## src/hw/pktctrl_ctrl_pkg.sv

```systemverilog
// Packet capture control definitions
// State encoding, memory control bits and the register read request

package pktctrl_ctrl_pkg;

    // Register request field widths
    localparam int MAX_ADDR_W = 15;
    localparam int MAX_SEL_W  = 7;

    // One-hot capture state
    typedef enum logic [2:0] {
        IDLE  = 3'b001,
        WRITE = 3'b010,
        READ  = 3'b100
    } cap_state_e;

    // Memory control, decoded from the FSM state
    typedef struct packed {
        logic write_en;
        logic read_en;
    } mem_ctrl_t;

    // Register interface read request
    typedef struct packed {
        logic [MAX_SEL_W-1:0]  data_sel;
        logic [MAX_ADDR_W-1:0] memory_addr;
    } mdio_req_t;

endpackage

```

## src/hw/capture_addr_counter.sv

```systemverilog
// Capture write address generator
// Steps through every address once per capture and flags the last one

`timescale 1ns/10ps

module capture_addr_counter
    import pktctrl_ctrl_pkg::*;
#(
    parameter int ADDR_W = 6
) (
    input  logic              pktctrl_clk,
    input  logic              pktctrl_rstn,
    input  mem_ctrl_t         mem_ctrl,
    output logic [ADDR_W-1:0] waddr,
    output logic              wr_done
);

    // Held at zero outside a capture
    always_ff @(posedge pktctrl_clk or negedge pktctrl_rstn) begin
        if (!pktctrl_rstn) begin
            waddr <= '0;
        end else if (mem_ctrl.write_en) begin
            waddr <= waddr + 1'b1;
        end else begin
            waddr <= '0;
        end
    end

    assign wr_done = mem_ctrl.write_en && (waddr == {ADDR_W{1'b1}});

    // FSM leaves write on the edge after the last address
    a_done_ends_write : assert property (
        @(posedge pktctrl_clk) disable iff (!pktctrl_rstn)
        wr_done |=> !mem_ctrl.write_en
    );

endmodule

```

## config.mk

```make
export PLATFORM = sky130hd
export DESIGN_NAME = capture_addr_counter
export DESIGN_NICKNAME = d
export VERILOG_FILES = /design/src/hw/pktctrl_ctrl_pkg.sv /design/src/hw/capture_addr_counter.sv
export SDC_FILE = /design/constraint.sdc
export NUM_CORES = 1
export LEC_CHECK = 0
export ABC_CLOCK_PERIOD_IN_PS = 1300
export BUFFER_PORTS_ARGS = -buffer_cell sky130_fd_sc_hd__buf_2
export CAP_MARGIN = 20
export CORE_AREA = 5 5 42 44
export DETAILED_ROUTE_END_ITERATION = 8
export DIE_AREA = 0 0 47 49
export GPL_ROUTABILITY_DRIVEN = 0
export HOLD_SLACK_MARGIN = 0.06
export PLACE_DENSITY = 0.5
export SYNTH_ARGS = -nofsm -noshare
export SYNTH_HDL_FRONTEND = slang
export SYNTH_SLANG_ARGS = --single-unit
```

## constraint.sdc

```tcl
create_clock -name pktctrl_clk -period 1.3 [get_ports pktctrl_clk]
set_clock_uncertainty 0.1 [all_clocks]
set_input_delay 0.13 -clock pktctrl_clk [delete_from_list [all_inputs] [get_ports pktctrl_clk]]
set_output_delay 0.13 -clock pktctrl_clk [all_outputs]
set_load 0.01 [all_outputs]
```

==> flow_metrics.tcl <==
set metrics [dict create \
    peakVddDrop_v 0.000442 \
    avgSynthCellArea_um2 11.3 \
    crit_type "flip-flop to output port" \
    clock_path_buffers 2 \
    final_hold_viol_count 0 \
    p_sw_frac 0.239 \
    clk_pin_slew_ns 0.05 \
    core_um2 1400 \
    synth_cell_types 13 \
    grt_pass1_wl_um 1120 \
    grt_max_degree 8 \
    ys_ff_latch 6 \
    drive_gt1_frac 0.512 \
    startpoint_type "flip-flop" \
    final-seq-area_um2 151 \
    fmax_ghz 0.744 \
    antenna_found_initial 0 \
    power_frac_comb 0.129 \
    endpoint_kind "output port" \
    relSlewSlack 0.902 \
    first_pass_iters 4 \
    rsz0062_at_grt "true" \
    placedCellCount 51 \
    syn_area_um2 270 \
    synth_fp_nets 29 \
    gr-usage-all-layers 0.0680 \
    intPower_mw 0.342 \
    synth_warnings 0 \
    drt-total-wl_um 624 \
    status "finished, violations left" \
    cts_tree "done" \
    yosysSeqAreaShare 0.556 \
    setup_violations 1 \
    synth_top_area_frac 0.556 \
    p_clk_frac 0.424 \
    placed_area_um2 352 \
    violations "negative setup slack" \
    die-area_um2 2300 \
    wl_per_cell_um 10.6 \
    worstMarginPinSlew_ns 0.147 \
    die_w_um 47 \
    min_period_over_period 1.03 \
    fin_nets 49 \
    fillers 150 \
    synth_top_area_cell "dfrtp_1" \
    reg_top3 "waddr x6" \
    p_seq_frac 0.447 \
    top_register "waddr" \
    required_ns 1.07 \
    routed_via_density 4.12 \
    crit_fanout 2 \
    drc 0 \
    stdcell_count 59 \
    num_vias 243 \
    maxCapViolCount 0 \
    multiInputGateArea_um2 138 \
    period_needed_ns 1.34 \
    syn_to_final_growth_pct 59.7 \
    fin_ws_ns -0.0448 \
    rows 14 \
    p_leak_nw 0.212 \
    worstSkewPairLatency_ns 0.25 \
    design_area_um2 432 \
    yosys-top-cells-area "dfrtp_1 56%, and2_1 9.3%, xnor2_1 6.5%, ha_1 4.6%, nand2_1 4.2%" \
    power.switching_mw 0.107 \
    start_util 0.193 \
    synthCells 24 \
    crit_arrival_ns 1.11 \
    numCtsBuffers 3 \
    cts.sinks 6 \
    root_buffer "clkbuf_4" \
    cts_htree_levels 1 \
    portBuffers 9 \
    largest_reg_flops 6 \
    grt-ovfl-total 0 \
    io_pins 11 \
    antenna_cells 0 \
    p_total_mw 0.449 \
    hold_path.class "primary input to flip-flop" \
    grt_pass1_vias 266 \
    powerDensity_nw_per_um2 1040 \
    die_y_um 49 \
    slew_violations 0 \
    ant_nets 0 \
    drtIter0Drc 6 \
]
per-stage QoR:
stage,hold WS [ns],TNS (ns),util,setup WS [ns]
final,0.0655,-0.0448,0.308,-0.0448
after global routing,0.0659,-0.179,0.308,-0.0936
after CTS,0.0606,-0.0808,0.300,-0.0485
after detailed placement,-0.135,0,0.251,0.0349
after global placement,-0.136,0,0.251,0.0323
after floorplan,-0.266,0,-,0.0316
cells in the final DEF, fill, tap and decap left out:
cell type,instances
nor2b_1,1
clkbuf_1,1
nor2_1,1
nor3_2,1
xor2_1,1
ha_2,1
o21ai_1,1
dfrtp_2,1
buf_6,1
dlygate4sd3_1,1
xnor2_1,2
buf_2,9
nand3_1,1
and2_1,4
dfrtp_1,5
clkbuf_4,3
nand2_1,2
or4b_1,1
nand2_2,1
nand3_4,1
buf_4,4
power by group through the flow:
stage	combinational [mW]	clock, mW	sequential (mW)
2_1_floorplan	0.0112	0	0.210
3_3_place_gp	0.0378	0	0.205
3_5_place_dp	0.0380	0	0.206
4_1_cts	0.0549	0.203	0.200
5_1_grt	0.0634	0.214	0.202
6_report	0.0580	0.190	0.201
cells by family (layout without fill, tap and decap cells):
group / after synthesis / in the layout / synth area share
adder cells (fa/ha/maj): 1 / 1 / 0.0463
AO/OA/AOI/OAI: 1 / 1 / 0.0185
buffers and inverters: 0 / 19 / 0
flip-flops: 6 / 6 / 0.556
XOR/XNOR: 3 / 3 / 0.0972
AND/OR/NAND/NOR: 13 / 13 / 0.282
worst paths after layout:
kind,from,endpoint,slack (ns),depth (start not counted)
min in group asynchronous,pktctrl_rstn,waddr[0],0.14,2
worst min-delay path,mem_ctrl[1],waddr[1],0.07,2
worst max-delay path,waddr[0],wr_done,-0.04,4
worst max register to register,waddr[0],waddr[5],0.02,4
worst min register to register,waddr[0],waddr[0],0.46,2
max in group asynchronous,pktctrl_rstn,waddr[2],0.80,2
timing repair:
| item | CTS | global route |
|---|---|---|
| buffers inserted | 3 | 0 |
| hold endpoints to repair | 6 | 0 |
| endpoints found under the setup margin | 1 | 2 |
| hold buffers | 1 | 0 |
| resized for setup | 4 | 2 |
| pin swaps | 2 | 2 |
critical path, cell delays in order (launching register included):
cell,delay [ns]
dfrtp_1,0.37
ha_2,0.20
nand2_2,0.05
nor3_2,0.10
buf_2,0.15
Yosys cell counts:
master,instances
and2_1,4
xnor2_1,2
ha_1,1
nor2_1,1
nor2b_1,1
o21ai_0,1
dfrtp_1,6
nand3_2,1
nand3_1,1
nor3_1,1
xor2_1,1
or4b_1,1
nand2_1,3
routing by layer:
| layer | vias to the layer above | GRT usage | routed length, um |
|---|---|---|---|
| li1 | 118 | - | - |
| met1 | 114 | 0.0761 | 227 |
| met2 | 9 | 0.106 | 341 |
| met3 | 2 | 0.0111 | 34 |
| met4 | 0 | 0.0553 | 21 |
| met5 | - | 0 | 0 |
final cells by class:
cell class	instances	area share
timing repair buffer	15	0.223
tap	16	0.0464
sequential	6	0.351
multi-input combinational	18	0.319
clock buffer	4	0.0609
No activity file was read; power rests on OpenSTA's default activity.
