`config.mk`:
```
export PLATFORM = sky130hd
export DESIGN_NAME = capture_fsm
export DESIGN_NICKNAME = d
export VERILOG_FILES = /design/src/hw/pktctrl_ctrl_pkg.sv /design/src/hw/capture_fsm.sv
export SDC_FILE = /design/constraint.sdc
export NUM_CORES = 1
export LEC_CHECK = 0
export ABC_AREA = 0
export BUFFER_PORTS_ARGS = -buffer_cell sky130_fd_sc_hd__buf_2
export CORE_AREA = 10 10 47 49
export CTS_CLUSTER_DIAMETER = 60
export DETAILED_ROUTE_END_ITERATION = 12
export DIE_AREA = 0 0 57 59
export GPL_ROUTABILITY_DRIVEN = 0
export PLACE_DENSITY = 0.38
export SETUP_SLACK_MARGIN = 0.4
export SYNTH_ARGS = -nofsm -noshare
export SYNTH_HDL_FRONTEND = slang
export SYNTH_SLANG_ARGS = --single-unit
```
`constraint.sdc`:
```
create_clock -name pktctrl_clk -period 3.51 [get_ports pktctrl_clk]
set_clock_uncertainty 0.15 [all_clocks]
set_input_delay 0.8775 -clock pktctrl_clk [delete_from_list [all_inputs] [get_ports pktctrl_clk]]
set_output_delay 0.8775 -clock pktctrl_clk [all_outputs]
set_load 0.05 [all_outputs]
```
`src/hw/pktctrl_ctrl_pkg.sv`:
```
// Packet capture control definitions
// State encoding, memory control bits and the register read request

package pktctrl_ctrl_pkg;

    // Register request field widths
    localparam int MAX_ADDR_W = 15;
    localparam int MAX_SEL_W  = 7;

    // One-hot capture state
    typedef enum logic [2:0] {
        IDLE  = 3'b001,
        WRITE = 3'b010,
        READ  = 3'b100
    } cap_state_e;

    // Memory control, decoded from the FSM state
    typedef struct packed {
        logic write_en;
        logic read_en;
    } mem_ctrl_t;

    // Register interface read request
    typedef struct packed {
        logic [MAX_SEL_W-1:0]  data_sel;
        logic [MAX_ADDR_W-1:0] memory_addr;
    } mdio_req_t;

endpackage

```
`src/hw/capture_fsm.sv`:
```
// Capture FSM
// Sequences idle, write and read, decodes memory control from the state

`timescale 1ns/10ps

module capture_fsm
    import pktctrl_ctrl_pkg::*;
(
    input  logic      pktctrl_clk,
    input  logic      pktctrl_rstn,
    input  logic      rf_capture_start,
    input  logic      wr_done,
    output mem_ctrl_t mem_ctrl,
    output logic      capture_busy
);

    cap_state_e state;
    cap_state_e next_state;

    // --------------------------------------------------
    // State register
    // --------------------------------------------------
    always_ff @(posedge pktctrl_clk or negedge pktctrl_rstn) begin
        if (!pktctrl_rstn) begin
            state <= IDLE;
        end else begin
            state <= next_state;
        end
    end

    // --------------------------------------------------
    // Next state
    // --------------------------------------------------
    always_comb begin
        next_state = state;
        case (state)
            IDLE: begin
                if (rf_capture_start) begin
                    next_state = WRITE;
                end
            end
            // Start requests are ignored until the last address is written
            WRITE: begin
                if (wr_done) begin
                    next_state = READ;
                end
            end
            READ: begin
                if (rf_capture_start) begin
                    next_state = WRITE;
                end
            end
            default: begin
                next_state = IDLE;
            end
        endcase
    end

    // Outputs from state only
    assign mem_ctrl.write_en = (state == WRITE);
    assign mem_ctrl.read_en  = (state == READ);
    assign capture_busy      = (state == WRITE);

    a_state_onehot : assert property (
        @(posedge pktctrl_clk) disable iff (!pktctrl_rstn)
        $onehot(state)
    );

endmodule

```
==> results.cfg, run 1 <==
[finish]
largest_reg_flops = 3
layout_common_cells = buf_2, clkbuf_4, inv_1, dfrtp_1
layout-drive-gt1-share = 0.4615
nets = 31
regMostFlops = state
reg_top3 = state (3)
layout_commonest_cell = buf_2
syn2layout_area_growth_pct = 39.01
n_antenna_cell = 0

[global_route]
grt_pass1_vias = 160
grt_max_degree = 8
grt_pass1_wl_um = 696
grtUsageTotal = 0.03074
antenna_found_initial = 0
overflow = 0

[critical_path]
cp.arrival_ns = 1.38
cp.required_ns = 2.48
crit_type = register to primary output
cp_max_fo = 6
cp-start-kind = register
setup.worst_path.end_class = primary output

[sta]
post-route-period-util = 0.6845
period_needed_ns = 2.403
max_freq_mhz = 416.2
finalHoldViolations = 0
setup_viol = 0
max_slew_margin = 0.7694
fin_tns_setup_ns = 0
slew_violations = 0
holdWs_ns = 0.2812
worst_pin_slew_ns = 0.3451
grt_setup_unrepaired = false

[clock_tree]
clk_latency_ns = 0.23
cts_resized = 0
clockBufferDepth = 2
post_cts_buffers = 0
clkTransAtPathRegs_ns = 0.04
cts_tree = yes
cts_made_buffers = 3
cts_sinks = 3
h-tree-depth = 1
cts_hold_buf = 0
root_buffer = clkbuf_4

[route]
drc = 0
drt-total-wl_um = 402
dr.pass1.iters = 2
drtAntennaViolNets = 0
post_drt_via_cell_ratio = 3.452
num_vias = 145
drtIter0Drc = 9
wl_per_cell_um = 9.571

[synthesis]
yosysUniqueCellTypes = 15
yosysSeqAreaShare = 0.4326
netlist_instances = 17
syn-cell-area_sq_um = 176.4
synth_fp_nets = 21
yosysWarnings = 0
syn_avg_cell_area_sq_um = 10.38
synth_seq_cells = 3

[power]
leakagePower_nw = 0.1170
p_per_area_nw_per_um2 = 881.8
irDropWorstVdd_mv = 0.2514

[die]
ioPinCount = 7
core.rowCount = 14
die_h_um = 59
start_util = 0.1259
die_width_um = 57
dieArea_sq_um = 3363
core_sq_um = 1401

[place]
portBuffers = 6

[job]
max_cap_viol_count = 0

[run_status]
outcome = finished, final reports clean

[min_path]
hold_path.class = input pin to async pin
[Yosys cell counts (all sizes together)]
cell / number / share of area
and3b: 1 / 0.057
xor2: 1 / 0.050
a21oi: 1 / 0.028
or3b: 1 / 0.050
dfstp: 1 / 0.15
o21ai: 1 / 0.028
and2: 1 / 0.035
and2b: 1 / 0.050
nand3b: 1 / 0.043
dfrtp: 2 / 0.28
nor3b: 1 / 0.043
a32o: 1 / 0.057
o31ai: 1 / 0.043
inv: 2 / 0.043
buf: 1 / 0.043
[worst max-delay path: stages (launching register included)]
cell	delay, ns
dfstp_2	0.56
and2b_2	0.23
and2_1	0.14
buf_2	0.20
[where the power goes]
part	switching, W	internal [W]	leakage (nW)
registers	0.0000188	0.0000534	0.0371
logic	0.0000521	0.0000317	0.0649
clock network	0.0000177	0.0000426	0.0150
total	0.0000886	0.000128	0.117
[area by class of cell]
type / count / area (sq um)
fill: 164 / 1156
multi-input combinational: 11 / 85.08
sequential: 3 / 76.32
timing repair buffer: 6 / 30.03
clock buffer: 4 / 26.28
tap: 16 / 20.02
inverter: 2 / 7.507
[layer usage]
| metal | vias up | track usage | wire (um) |
|---|---|---|---|
| met2 | 7 | 0.02481 | 133 |
| li1 | 77 | - | - |
| met3 | 0 | 0.02790 | 57 |
| met1 | 61 | 0.03222 | 211 |
| met5 | - | 0 | 0 |
| met4 | 0 | 0.05034 | 0 |
[path summary, 6_finish.rpt]
kind | start | end | slack (ns) | cells after the start
worst max-delay path | state[0] | mem_ctrl[0] | 1.11 | 3
worst min-delay path | pktctrl_rstn | state[2] | 0.28 | 1
worst max register to register | state[0] | state[0] | 2.22 | 2
worst min register to register | state[1] | state[0] | 0.37 | 1
max in group asynchronous | pktctrl_rstn | state[0] | 2.74 | 1
min in group pktctrl_clk | state[1] | state[0] | 0.37 | 1
[cell families (layout without fill, tap and decap cells)]
logic type      after synthesis  in the layout  share of synthesized area
simple gates                  6              6                     0.2767
compound gates                4              4                     0.1560
flops                         3              3                     0.4327
buf+inv                       3             12                    0.08514
xor+xnor                      1              1                    0.04965
[per-stage QoR]
step / area (sq um) / instances / power, W / utilization / setup slack, ns
2_1_floorplan: 176.4 / 17 / 0.0001419 / - / 0.4171
3_3_place_gp: 219.0 / 38 / 0.0001540 / 0.1563 / 1.366
3_5_place_dp: 219.0 / 38 / 0.0001574 / 0.1563 / 1.352
4_1_cts: 245.2 / 42 / 0.0002218 / 0.1750 / 1.096
5_1_grt: 245.2 / 42 / 0.0002373 / 0.1750 / 1.022
6_report: 245.2 / 42 / 0.0002163 / 0.1750 / 1.107
No activity file was read; power rests on OpenSTA's default activity.
==> inputs of run 2 (changes only) <==
clock period = 2.4 ns   (was 3.51 ns; I/O delays follow)
==> run 2 against run 1 <==
  * Core utilization is 3.8 points higher
  * Sequential cell count stayed put
  * Final cell count is 7.1% higher
  * Power is 67% higher
  * Worst hold slack better by 0.095 ns
  * Global-route usage is 0.22 points lower
  * Non-clock buffer count is 3 higher
  * Count of clock-buffer cells in the layout stayed put
  * Design area is 22% higher
  * Routed wire length is 9.7% higher
  * Worst setup slack worse by 0.70 ns
  * Register-to-register slack worse by 1.2 ns
  * Largest cell class unchanged
  * Largest power group unchanged
==> results.cfg, run 2 (same netlist as run 1, synthesis figures left out) <==
[run_status]
outcome = finished, final reports clean

[sta]
worst_pin_slew_ns = 0.2261
post-route-period-util = 0.8306
setup_viol = 0
period_needed_ns = 1.994
grt_setup_unrepaired = true
max_slew_margin = 0.8480
setup_ws_ns = 0.4064
max_freq_mhz = 501.6
fin_tns_setup_ns = 0
slew_violations = 0
finalHoldViolations = 0

[finish]
regMostFlops = state
layout_commonest_cell = buf_4
n_antenna_cell = 0
nets = 34
syn2layout_area_growth_pct = 69.50
largest_reg_flops = 3
layout_common_cells = buf_4, clkbuf_4, buf_2
final_cells = 45
layout-drive-gt1-share = 0.5517
reg_top3 = state (3)

[die]
start_util = 0.1259
die_width_um = 57
ioPinCount = 7
die_h_um = 59
core.rowCount = 14
dieArea_sq_um = 3363
core_sq_um = 1401

[critical_path]
crit_type = register to primary output
critPathMaxStageDelay_ns = 0.52
cp.required_ns = 1.65
crit_path_top_delay_cell = dfstp_2
crit_buf_inv = 1
cp-start-kind = register
path_delay_family = flip-flops
setup.worst_path.end_class = primary output
worstPathCellList = and2b_2 > and2_4 > buf_8
cp_max_fo = 2
cp.arrival_ns = 1.24

[place]
place_ws_ns = 0.4824
dpl.cell_count = 38
portBuffers = 6

[route]
drt-total-wl_um = 441
post_drt_via_cell_ratio = 3.489
drtIter0Drc = 2
wl_per_cell_um = 9.800
drtAntennaViolNets = 0
drc = 0
num_vias = 157
dr.pass1.iters = 5

[global_route]
grtUsageMet3 = 0.01931
antenna_found_initial = 0
use_met1 = 0.02854
overflow = 0
met2_usage = 0.02791
grt_max_degree = 8
grt_pass1_vias = 166
globalRoute.busiestLayer = met4
grtUsageTotal = 0.02853
grt_pass1_wl_um = 662

[power]
irDropWorstVdd_mv = 0.3548
p_per_area_nw_per_um2 = 1209
leakagePower_nw = 0.1367

[clock_tree]
clk_latency_ns = 0.23
root_buffer = clkbuf_4
h-tree-depth = 1
cts_tree = yes
clockBufferDepth = 2
clkTransAtPathRegs_ns = 0.04
cts_sinks = 3
cts_made_buffers = 3

[job]
max_cap_viol_count = 0

[min_path]
hold_path.class = register to register
[run 2: changes by cell type in the layout (fill, tap and decap cells not counted)]
cell           before  now
buf_8               0    1
and2_4              0    1
and2_1              1    0
buf_4               0    4
nor3b_1             1    0
buf_2               6    3
dlygate4sd3_1       0    1
nor3b_4             0    1
[run 2: worst paths after layout]
path,from,to,slack (ns),cells after the start
setup / recovery,state[0],mem_ctrl[0],0.41,3
hold / removal,state[1],state[0],0.38,1
setup reg to reg,state[0],state[0],1.05,3
hold reg to reg,state[1],state[0],0.38,1
max in group asynchronous,pktctrl_rstn,state[0],1.36,2
min in group asynchronous,pktctrl_rstn,state[1],0.54,2
[run 2: metrics by stage]
stage	utilization	hold slack (ns)	cell area, sq um	total power, W
after floorplan	-	0.1544	191.4	0.0002266
after global placement	0.1643	0.2454	230.2	0.0002454
final	0.2134	0.3762	299.0	0.0003616
after global routing	0.2134	0.4041	299.0	0.0003950
after CTS	0.2098	0.3782	294.0	0.0003601
after detailed placement	0.1643	0.2470	230.2	0.0002458
[run 2: power breakdown]
| part | total (W) | internal, W | switching, W | leakage [nW] |
|---|---|---|---|---|
| sequential | 0.0000998 | 0.0000773 | 0.0000225 | 0.0371 |
| combinational | 0.000174 | 0.0000783 | 0.0000954 | 0.0845 |
| clock | 0.0000880 | 0.0000623 | 0.0000257 | 0.0150 |
| total | 0.000362 | 0.000218 | 0.000144 | 0.137 |
[run 2: layout make-up]
type	instances	area, sq um
fill	168	1102
multi-input combinational	11	98.84
clock buffer	4	26.28
tap	16	20.02
inverter	2	7.507
timing repair buffer	9	70.07
sequential	3	76.32
[run 2: what timing repair did]
item | CTS | global route
hold endpoints to repair | 2 | 0
endpoints found under the setup margin | 1 | 3
hold buffers | 1 | 0
pin swaps | 1 | 0
gates resized for setup | 4 | 4
setup buffers | 2 | 0
[run 2: metal layers]
metal / up-vias / part of all wire
li1: 84 / -
met1: 67 / 0.45
met2: 6 / 0.45
met3: 0 / 0.093
met4: 0 / 0
met5: - / 0
[run 2: worst reg2reg max path, cell delays in order (launching register included)]
cell and delay (ns):
dfstp_2 0.52, and2b_2 0.22, buf_4 0.13, o31ai_1 0.24
