$ cat config.mk
export PLATFORM = sky130hd
export DESIGN_NAME = mdio_slice_reader
export DESIGN_NICKNAME = d
export VERILOG_FILES = /design/src/hw/pktctrl_ctrl_pkg.sv /design/src/hw/pktctrl_data_pkg.sv /design/src/hw/mdio_slice_reader.sv
export SDC_FILE = /design/constraint.sdc
export NUM_CORES = 1
export LEC_CHECK = 0
export ABC_AREA = 1
export BUFFER_PORTS_ARGS = -buffer_cell sky130_fd_sc_hd__buf_4
export CORE_MARGIN = 2
export CORE_UTILIZATION = 45
export DETAILED_ROUTE_END_ITERATION = 16
export PLACE_DENSITY = 0.88
export SETUP_SLACK_MARGIN = 0.2
export SYNTH_ARGS = -nofsm -noshare
export SYNTH_HDL_FRONTEND = slang
export SYNTH_SLANG_ARGS = --single-unit
$ cat constraint.sdc
create_clock -name pktctrl_clk -period 1.7 [get_ports pktctrl_clk]
set_input_delay 0.085 -clock pktctrl_clk [delete_from_list [all_inputs] [get_ports pktctrl_clk]]
set_output_delay 0.085 -clock pktctrl_clk [all_outputs]
set_load 0.02 [all_outputs]
$ cat src/hw/pktctrl_ctrl_pkg.sv
// Packet capture control definitions
// State encoding, memory control bits and the register read request

package pktctrl_ctrl_pkg;

    // Register request field widths
    localparam int MAX_ADDR_W = 15;
    localparam int MAX_SEL_W  = 7;

    // One-hot capture state
    typedef enum logic [2:0] {
        IDLE  = 3'b001,
        WRITE = 3'b010,
        READ  = 3'b100
    } cap_state_e;

    // Memory control, decoded from the FSM state
    typedef struct packed {
        logic write_en;
        logic read_en;
    } mem_ctrl_t;

    // Register interface read request
    typedef struct packed {
        logic [MAX_SEL_W-1:0]  data_sel;
        logic [MAX_ADDR_W-1:0] memory_addr;
    } mdio_req_t;

endpackage

$ cat src/hw/pktctrl_data_pkg.sv
// Packet capture data definitions
// ADC samples, register slices and the shared 36-bit memory word

package pktctrl_data_pkg;

    localparam int SAMPLE_W        = 18;
    localparam int SLICE_W         = 9;
    localparam int SLICES_PER_WORD = 4;

    // One ADC sample
    typedef logic [SAMPLE_W-1:0] adc_sample_t;

    // Two samples per memory word on the write side
    typedef struct packed {
        adc_sample_t hi;
        adc_sample_t lo;
    } adc_pair_t;

    // One register-readable slice
    typedef logic [SLICE_W-1:0] pkt_slice_t;

    // --------------------------------------------------
    // Memory word, written as a sample pair and read
    // back as four slices, slice 0 in the low bits
    // --------------------------------------------------
    typedef union packed {
        adc_pair_t                           pair;
        pkt_slice_t [SLICES_PER_WORD-1:0]    slice;
    } pkt_word_u;

endpackage

$ cat src/hw/mdio_slice_reader.sv
// Register slice read path
// Picks one 9-bit slice of one bank word by data-select code

`timescale 1ns/10ps

module mdio_slice_reader
    import pktctrl_ctrl_pkg::*;
    import pktctrl_data_pkg::*;
#(
    parameter int NUM_BANKS = 4
) (
    input  logic                        pktctrl_clk,
    input  logic                        pktctrl_rstn,
    input  mem_ctrl_t                   mem_ctrl,
    input  logic      [MAX_SEL_W-1:0]   data_sel,
    input  pkt_word_u [NUM_BANKS-1:0]   bank_dout,
    output pkt_slice_t                  rf_mdio_pkt_data
);

    localparam int IDX_W     = $clog2(SLICES_PER_WORD);
    localparam int NUM_CODES = NUM_BANKS * SLICES_PER_WORD;

    logic [MAX_SEL_W-IDX_W-1:0] bank_idx;
    logic [IDX_W-1:0]           slice_idx;
    pkt_word_u                  sel_word;
    pkt_slice_t                 slice_next;

    // Code is bank times four plus slice
    assign bank_idx  = data_sel[MAX_SEL_W-1:IDX_W];
    assign slice_idx = data_sel[IDX_W-1:0];

    // --------------------------------------------------
    // Bank and slice select
    // --------------------------------------------------
    always_comb begin
        sel_word = '0;
        for (int b = 0; b < NUM_BANKS; b++) begin
            if (bank_idx == b) begin
                sel_word = bank_dout[b];
            end
        end
        // Codes past the last bank read as zero
        if (data_sel < NUM_CODES) begin
            slice_next = sel_word.slice[slice_idx];
        end else begin
            slice_next = '0;
        end
    end

    // Output register, holds outside the read state
    always_ff @(posedge pktctrl_clk or negedge pktctrl_rstn) begin
        if (!pktctrl_rstn) begin
            rf_mdio_pkt_data <= '0;
        end else if (mem_ctrl.read_en) begin
            rf_mdio_pkt_data <= slice_next;
        end
    end

endmodule

==> flow_summary.yaml, run 1 <==
placed_design:
  portBuffers: 162
  hpwl_um: 7161
  dpl_worst_slack_ps: 2.930
  place_congestion: 0.9676
  place_area_mm2: 0.003491
grt:
  antenna_found_initial: 0
  grt_start_max_net_pins: 29
  grt_pass1_wl_um: 13860
  grt_pass1_vias: 3216
  grtUsageTotal_pct: 32.44
  grt_overflow: 0
die:
  ioPinCount: 164
  die_x_um: 73.60
  die_y_um: 73.60
  rows: 25
  initial_core_util_pct: 46.45
  dieArea_mm2: 0.005416
  core_mm2: 0.004692
clock_network:
  cts_tree: "built"
  clock_path_buffers: 2
  clock-sinks: 9
  numCtsBuffers: 3
  clkLatencyLatePin_ps: 240
  htree_levels: 1
  path_clk_slew_ps: 50
  cts_setup_buffers: 0
  cts_root_buf: "clkbuf_8"
synth:
  synthesis.area_mm2: 0.002180
  avgSynthCellArea_um2: 4.759
  syn_inst: 458
  ys_async_sr_fraction_pct: 100.0
  synth-edff-count: 0
  yosysUniqueCellTypes: 17
  ys_seq_elements: 9
  yosys_warnings: 0
  synthFlopType: "dfrtp_1"
  synthesis.nets: 613
  seq_area_frac_synth_pct: 10.33
detailed_routing:
  drt_iter0_drc: 185
  routedWlPerCell_um: 13.22
  drc: 0
  vias: 3500
  viasPerCell: 5.240
  wirelength_um: 8829
  first_pass_iters: 5
  postRouteAntennaNets: 0
worst_hold_path:
  hold_depth: 3
  hold_class: "in -> reg"
  min_from: "mem_ctrl[0]"
  holdPathEnd: "rf_mdio_pkt_data[5]"
timing:
  drv_slew: 0
  fmax_ghz: 0.7534
  setup_tns_ps: 0
  skew_ps: 0
  rsz0062_at_grt: "no"
  setup_viol: 0
  whs_ps: 145.6
  timing.slew.headroom_pct: 80.56
  hold_violations: 0
  period_needed_ps: 1327
  tightestPinTransition_ps: 289.8
  post-route-period-util_pct: 78.08
  final.setup.worst_slack_ps: 372.6
worst_setup_path:
  crit_chain: "buf_4 > inv_1 > nor2_2 > nand3_2 > or2_2 > nand2_1 > nand2_1 > nand2_1 > nand2_1 > nand3_1 > nand2_1"
  cpMostUsedCell: "nand2_1"
  crit_type: "in -> reg"
  critical-path-top-delay-family: "simple AND/OR/NAND/NOR gates"
  critPathBufInv: 2
  r2r_cells: 2
  slowest_stage: "or2_2"
  reg2reg_from: "rf_mdio_pkt_data[3]"
  crit_required_ps: 1830
  startpoint_type: "input port"
  r2r_end: "rf_mdio_pkt_data[3]"
  slowest_delay_ps: 350
  rrSetupSlack_ps: 1040
  critPathCaptureType: "register"
  worstPathMaxFanout: 13
  arrival_ps: 1460
cells_and_area:
  max_flop_register: "rf_mdio_pkt_data"
  drive_gt1_share_pct: 32.74
  top_regs: "rf_mdio_pkt_data x9"
  area_growth_pct: 63.09
  n_fill_cell: 407
  fin_area_mm2: 0.003555
  fin_nets: 770
  largest_register_ffs: 9
  fin_util_pct: 75.76
  antenna_cells: 0
run_status:
  status: "finished, final reports clean"
power:
  peakVddDrop_mv: 0.2247
  p_leak_uw: 0.002137
  pwr_density_cell_mw_per_mm2: 332.7
run:
  drv_cap: 0
[metrics by stage]
stage                     total power (uW)  instances
after floorplan                      524.6        458
after global placement               911.2        663
after detailed placement             919.3        663
after CTS                             1174        668
after global routing                  1256        668
final                                 1183        668
[worst register-to-register path, cell delays in order, from the launching register on]
cell and delay, ps:
dfrtp_1 400, nand2_1 90, nand2_1 60
[cells in the mapped netlist (3+ instances only)]
master | count | area, um2
nand4_1 | 47 | 294.0
or2_2 | 12 | 75.07
or2_0 | 4 | 25.02
clkinv_1 | 3 | 11.26
clkbuf_1 | 12 | 45.04
dfrtp_1 | 9 | 225.2
inv_1 | 60 | 225.2
nand2_1 | 128 | 480.5
nor2_1 | 107 | 401.6
nand3_1 | 53 | 265.3
buf_2 | 13 | 65.06
[how the worst max path moves through the flow]
stage,from,to,slack [ps],cells after the start
floorplan,data_sel[3],rf_mdio_pkt_data[5],470,11
global placement,data_sel[3],rf_mdio_pkt_data[2],60,11
detailed placement,data_sel[3],rf_mdio_pkt_data[2],3,11
CTS,data_sel[3],rf_mdio_pkt_data[2],250,11
global route,data_sel[3],rf_mdio_pkt_data[2],230,11
finish,data_sel[3],rf_mdio_pkt_data[2],370,11
[cell type report]
type	instances	area (um2)	area share (%)
Clock buffer	4	45.04	1.267
Multi-Input combinational cell	356	1587	44.63
Sequential cell	9	225.2	6.336
Tap cell	54	67.56	1.901
Timing Repair Buffer	181	1390	39.11
Inverter	64	240.2	6.758
[power by group]
group / total, uW / internal, uW / switching, uW
clock network: 256 / 164 / 91.7
registers: 252 / 237 / 14.4
logic: 675 / 361 / 314
[kinds of logic (layout without fill, tap and decap cells)]
kind of cell    Yosys count  after routing  share of synthesized area [%]
compound gates            1              1                         0.2294
buf+inv                  93            249                          17.11
flops                     9              9                          10.33
simple gates            355            355                          72.33
[cells in the final DEF, fill, tap and decap left out, drive strengths merged]
cell type	instances
dlygate4sd3	1
dfrtp	9
clkinv	3
buf	180
inv	61
o21ai	1
clkbuf	4
nand2	128
nand4	47
nand3	53
nor2	111
or2	16
[layer usage]
metal	up-vias	wire (um)	track usage (%)
met5	-	0	0
met4	0	278	12.93
met3	25	789	3.567
met2	192	4485	61.90
met1	1540	3275	35.93
li1	1743	-	-
[repair_timing]
action / in CTS / in global routing
hold endpoints to repair: 9 / 0
setup endpoints to repair: 0 / 8
hold buffers: 1 / 0
gates resized for setup: 0 / 2
Power figures use the tool's default switching activity.
==> inputs of run 2 (changes only) <==
- CORE_UTILIZATION: 45 -> 41
- PLACE_DENSITY: 0.88 -> 0.81
- clock period: 1.7 -> 1.39 ns (I/O delays scaled with it)
==> flow_summary.yaml, run 2 (synthesis results as in run 1) <==
run_status:
  status: "finished, final reports clean"
worst_setup_path:
  critical-path-top-delay-family: "simple AND/OR/NAND/NOR gates"
  startpoint_type: "input port"
  critPathCaptureType: "register"
  slowest_stage: "buf_6"
  critPathBufInv: 4
  crit_type: "in -> reg"
  arrival_ps: 1340
  cpMostUsedCell: "nand2_1"
  crit_required_ps: 1560
  worstPathMaxFanout: 9
  slowest_delay_ps: 170
  crit_chain: "buf_8 > nor2_4 > buf_6 > nand4_1 > buf_6 > buf_6 > nor2_1 > nor2_1 > nand2_1 > nand2_1 > nand2_1 > nand3_1 > nand2_1"
power:
  p_sw_share_pct: 35.45
  p_int_uw: 971.6
  switching_power_uw: 533.5
  pwr_density_cell_mw_per_mm2: 392.0
  p_leak_uw: 0.002235
  power.total_uw: 1505
  pwr-share-clk_pct: 20.2
  seqPwrFrac_pct: 20.5
  peakVddDrop_mv: 0.4189
  p_comb_share_pct: 59.3
cells_and_area:
  n_fill_cell: 442
  drive_gt1_share_pct: 37.50
  layout_common_cells: "173 x buf_4, 124 x nand2_1, 90 x nor2_1, 60 x inv_1, 50 x nand3_1"
  top_regs: "rf_mdio_pkt_data x9"
  layout_commonest_cell: "buf_4"
  antenna_cells: 0
  fin_nets: 780
  largest_register_ffs: 9
  fin_util_pct: 75.18
  area_growth_pct: 76.18
  max_flop_register: "rf_mdio_pkt_data"
clock_network:
  cts_tree: "built"
  clkLatencyLatePin_ps: 230
  clock-sinks: 9
  path_clk_slew_ps: 40
  cts_root_buf: "clkbuf_8"
  numCtsBuffers: 3
  clock_path_buffers: 2
  htree_levels: 1
placed_design:
  portBuffers: 162
  place_congestion: 0.9148
  hpwl_um: 7276
grt:
  grt_overflow: 0
  grt_pass1_wl_um: 13950
  grtUsageTotal_pct: 28.70
  grt_start_max_net_pins: 28
  antenna_found_initial: 0
  grt_pass1_vias: 3129
die:
  die_x_um: 76.91
  ioPinCount: 164
  rows: 26
  core_mm2: 0.005107
  initial_core_util_pct: 42.68
  die_y_um: 76.91
  dieArea_mm2: 0.005915
detailed_routing:
  drt_iter0_drc: 234
  wirelength_um: 9484
  vias: 3525
  routedWlPerCell_um: 13.67
  drc: 0
  postRouteAntennaNets: 0
  viasPerCell: 5.079
  first_pass_iters: 5
timing:
  skew_ps: 0
  fmax_ghz: 0.8525
  setup_viol: 0
  rsz0062_at_grt: "yes"
  period_needed_ps: 1173
  drv_slew: 0
  hold_violations: 0
  whs_ps: 140.2
  tightestPinTransition_ps: 271.0
  timing.slew.headroom_pct: 81.82
  post-route-period-util_pct: 84.39
run:
  drv_cap: 0
worst_hold_path:
  hold_class: "in -> reg"
## run 2: cell count changes in the layout (fill, tap and decap cells not counted), sizes merged
cell	change
buf	+9
clkbuf	+1
## run 2: final timing paths
check / start / endpoint / slack (ps) / cells after the start
worst max-delay path: data_sel[4] / rf_mdio_pkt_data[2] / 220 / 13
worst min-delay path: mem_ctrl[0] / rf_mdio_pkt_data[4] / 140 / 3
worst max register to register: rf_mdio_pkt_data[2] / rf_mdio_pkt_data[2] / 730 / 2
worst min register to register: rf_mdio_pkt_data[4] / rf_mdio_pkt_data[4] / 480 / 2
max in group asynchronous: pktctrl_rstn / rf_mdio_pkt_data[8] / 1030 / 2
min in group asynchronous: pktctrl_rstn / rf_mdio_pkt_data[3] / 220 / 2
## run 2: area by class of cell
type                            instances  area (um2)  share of cell area, %
Inverter                               64       240.2                  6.256
Multi-Input combinational cell        356        1659                  43.21
Timing Repair Buffer                  191        1583                  41.22
Sequential cell                         9       225.2                  5.865
Clock buffer                            4       45.04                  1.173
Tap cell                               70       87.58                  2.281
## run 2: metal layers
layer  wire length, um  vias to the layer above  GRT usage, %
met5                 0                        -             0
met4               243                        0         7.273
met3               804                       23         3.412
met2              4723                      210         53.07
met1              3712                     1523         34.91
li1                  -                     1769             -
## run 2: through the flow
stage / std cells / worst slack (ps) / cell area, um2 / setup TNS, ps
after floorplan: 458 / 204.4 / 2181 / 0
after global placement: 683 / 21.09 / 3578 / 0
after detailed placement: 683 / -16.06 / 3578 / -18.80
after CTS: 688 / 221.8 / 3633 / 0
after global routing: 694 / 123.0 / 3840 / 0
final: 694 / 216.9 / 3840 / 0
## run 2: worst reg2reg max path: stages, from the launching register on
cell	delay [ps]
dfrtp_1	390
nand2_1	90
nand2_1	60
## run 2: power by group through the flow
stage / registers (uW) / clock network (uW) / logic, uW
after floorplan: 342 / 0 / 300
after global placement: 310 / 0 / 829
after detailed placement: 310 / 0 / 836
after CTS: 308 / 299 / 841
after global routing: 311 / 323 / 966
final: 309 / 304 / 892
## run 2: timing repair
item | CTS | global route
setup endpoints to repair | 0 | 9
hold buffers | 1 | 0
resized for setup | 0 | 44
hold endpoints to repair | 9 | 0
setup buffers | 0 | 3
==> inputs of run 3 (changes only) <==
- ABC_AREA: 1 -> 0
- CORE_UTILIZATION: 41 -> 39
- PLACE_DENSITY: 0.81 -> 0.82
- clock period: 1.39 -> 1.1 ns (I/O delays scaled with it)
==> flow_summary.yaml, run 3 <==
run_status:
  status: "finished, violations left"
  failed_checks: "setup timing"
cells_and_area:
  regArea_um2: 227.7
  max_flop_register: "rf_mdio_pkt_data"
  drive_gt1_share_pct: 69.18
  fin_area_mm2: 0.004329
  multiInputGateArea_mm2: 0.001848
  top_regs: "rf_mdio_pkt_data x9"
  n_fill_cell: 60
  antenna_cells: 0
  fin_nets: 594
  area_growth_pct: 136.5
  layout_commonest_cell: "buf_4"
  largest_register_ffs: 9
  layout_common_cells: "177 x buf_4, 32 x buf_6, 27 x mux2i_1, 21 x nand2_1, 14 x nor2_1"
  final_cells: 490
synth:
  seq_area_frac_synth_pct: 12.30
  yosys.area.top_type_share_pct: 15.31
  synth.most_common_cell: "mux2i_1"
  yosys_warnings: 0
  yosysUniqueCellTypes: 50
  ys_async_sr_fraction_pct: 100.0
  syn_inst: 224
  synthesis.nets: 379
  avgSynthCellArea_um2: 8.172
  synth-edff-count: 0
  synthesis.area_mm2: 0.001831
  synthTopCellsByCount: "28 x mux2i_1, 24 x nand2_1, 17 x a21oi_1"
  synthFlopType: "dfrtp_1"
  yosysTopAreaCell: "mux2i_1"
  synthTopCellsByArea: "mux2i_1 15%, dfrtp_1 12%, a221oi_1 5.3%, nand2_1 4.9%, o2bb2ai_1 4.8%"
  ys_seq_elements: 9
die:
  die_y_um: 72.51
  die_x_um: 72.51
  initial_core_util_pct: 41.19
  core_mm2: 0.004444
  dieArea_mm2: 0.005258
  ioPinCount: 164
  rows: 24
worst_setup_path:
  startpoint_type: "input port"
  crit_required_ps: 1210
  arrival_ps: 1610
  worstPathMaxFanout: 9
  reg2reg_from: "rf_mdio_pkt_data[2]"
  critPathCaptureType: "register"
  crit_type: "in -> reg"
  r2r_end: "rf_mdio_pkt_data[2]"
  rrSetupSlack_ps: -280
  r2r_cells: 5
detailed_routing:
  wirelength_um: 15340
  postRouteAntennaNets: 0
  vias: 3559
  drt_iter0_drc: 666
  first_pass_iters: 7
  viasPerCell: 7.263
  routedWlPerCell_um: 31.30
  drc: 0
timing:
  fmax_ghz: 0.6686
  post-route-period-util_pct: 136.0
  setup_tns_ps: -1850
  tightestPinTransition_ps: 414.5
  timing.slew.headroom_pct: 72.36
  setup_viol: 10
  period_needed_ps: 1496
  drv_slew: 0
  skew_ps: 0
  hold_violations: 0
  rsz0062_at_grt: "yes"
  final.setup.worst_slack_ps: -395.7
placed_design:
  portBuffers: 162
  hpwl_um: 6607
  place_congestion: 0.9250
  place_inst: 461
  place_area_mm2: 0.003403
  dpl_worst_slack_ps: -429.2
clock_network:
  numCtsBuffers: 3
  cts_tree: "built"
  cts_root_buf: "clkbuf_8"
  htree_levels: 1
  clkLatencyLatePin_ps: 240
  path_clk_slew_ps: 60
  clock_path_buffers: 2
  clock-sinks: 9
grt:
  met1_usage_pct: 43.03
  antenna_found_initial: 0
  grtUsageMet3_pct: 10.97
  grt_pass1_vias: 3253
  busiest_layer: "met2"
  grt_overflow: 0
  grtUsageTotal_pct: 40.99
  grt.met2_usage_pct: 73.29
  grt_pass1_wl_um: 16500
  grt_start_max_net_pins: 25
worst_hold_path:
  hold_class: "in -> async"
run:
  drv_cap: 0
power:
  power.total_uw: 2302
  pwr_density_cell_mw_per_mm2: 531.7
  peakVddDrop_mv: 0.5791
  p_leak_uw: 0.001992
run 3: cell type report:
class	instances	area share (%)
Timing Repair Buffer	230	49.25
Multi-Input combinational cell	192	42.69
Sequential cell	9	5.260
Tap cell	52	1.503
Clock buffer	4	1.040
Inverter	3	0.2601
run 3: report_power, final:
part	switching, uW	internal [uW]	leakage (uW)
clock	179	256	0.0000228
combinational	688	833	0.00185
sequential	7.61	339	0.000122
run 3: worst max-delay path by stage:
stage	start	endpoint
after global routing	data_sel[6]	rf_mdio_pkt_data[6]
final	data_sel[3]	rf_mdio_pkt_data[8]
after detailed placement	data_sel[3]	rf_mdio_pkt_data[8]
after CTS	data_sel[4]	rf_mdio_pkt_data[8]
after floorplan	data_sel[6]	rf_mdio_pkt_data[1]
after global placement	data_sel[3]	rf_mdio_pkt_data[8]
run 3: timing repair:
item | in CTS | in global routing
pin swaps | 40 | 24
endpoints found under the setup margin | 16 | 16
hold buffers | 1 | 0
gates resized for setup | 76 | 50
endpoints found under the hold margin | 9 | 0
buffers inserted | 15 | 4
cloned | 4 | 1
run 3: per-stage QoR:
stage | hold WS, ps | util (%)
6_report | 171.9 | 97.41
5_1_grt | 175.9 | 97.41
4_1_cts | 183.8 | 90.46
3_5_place_dp | -117.7 | 76.58
3_3_place_gp | -115.9 | 76.58
2_1_floorplan | -240.6 | -
run 3: logic make-up after synthesis:
kind of cell           count (synthesis)  synth area share (%)
DFF                                    9                 12.30
buffers and inverters                 23                 9.364
AOI/OAI and AO/OA                     91                 37.87
and+or+nand+nor                       66                 19.62
muxes                                 35                 20.85
run 3: critical path: stages:
cell and delay, ps:
buf_16 120, buf_12 130, buf_12 140, mux2_4 320
nand2_1 200, a21oi_1 150, a2111oi_4 370, o31ai_2 100
run 3: layer usage:
metal / wire length [um] / up-vias
li1: - / 1315
met1: 4530 / 1546
met2: 6441 / 478
met3: 2238 / 220
met4: 2126 / 0
met5: 0 / -
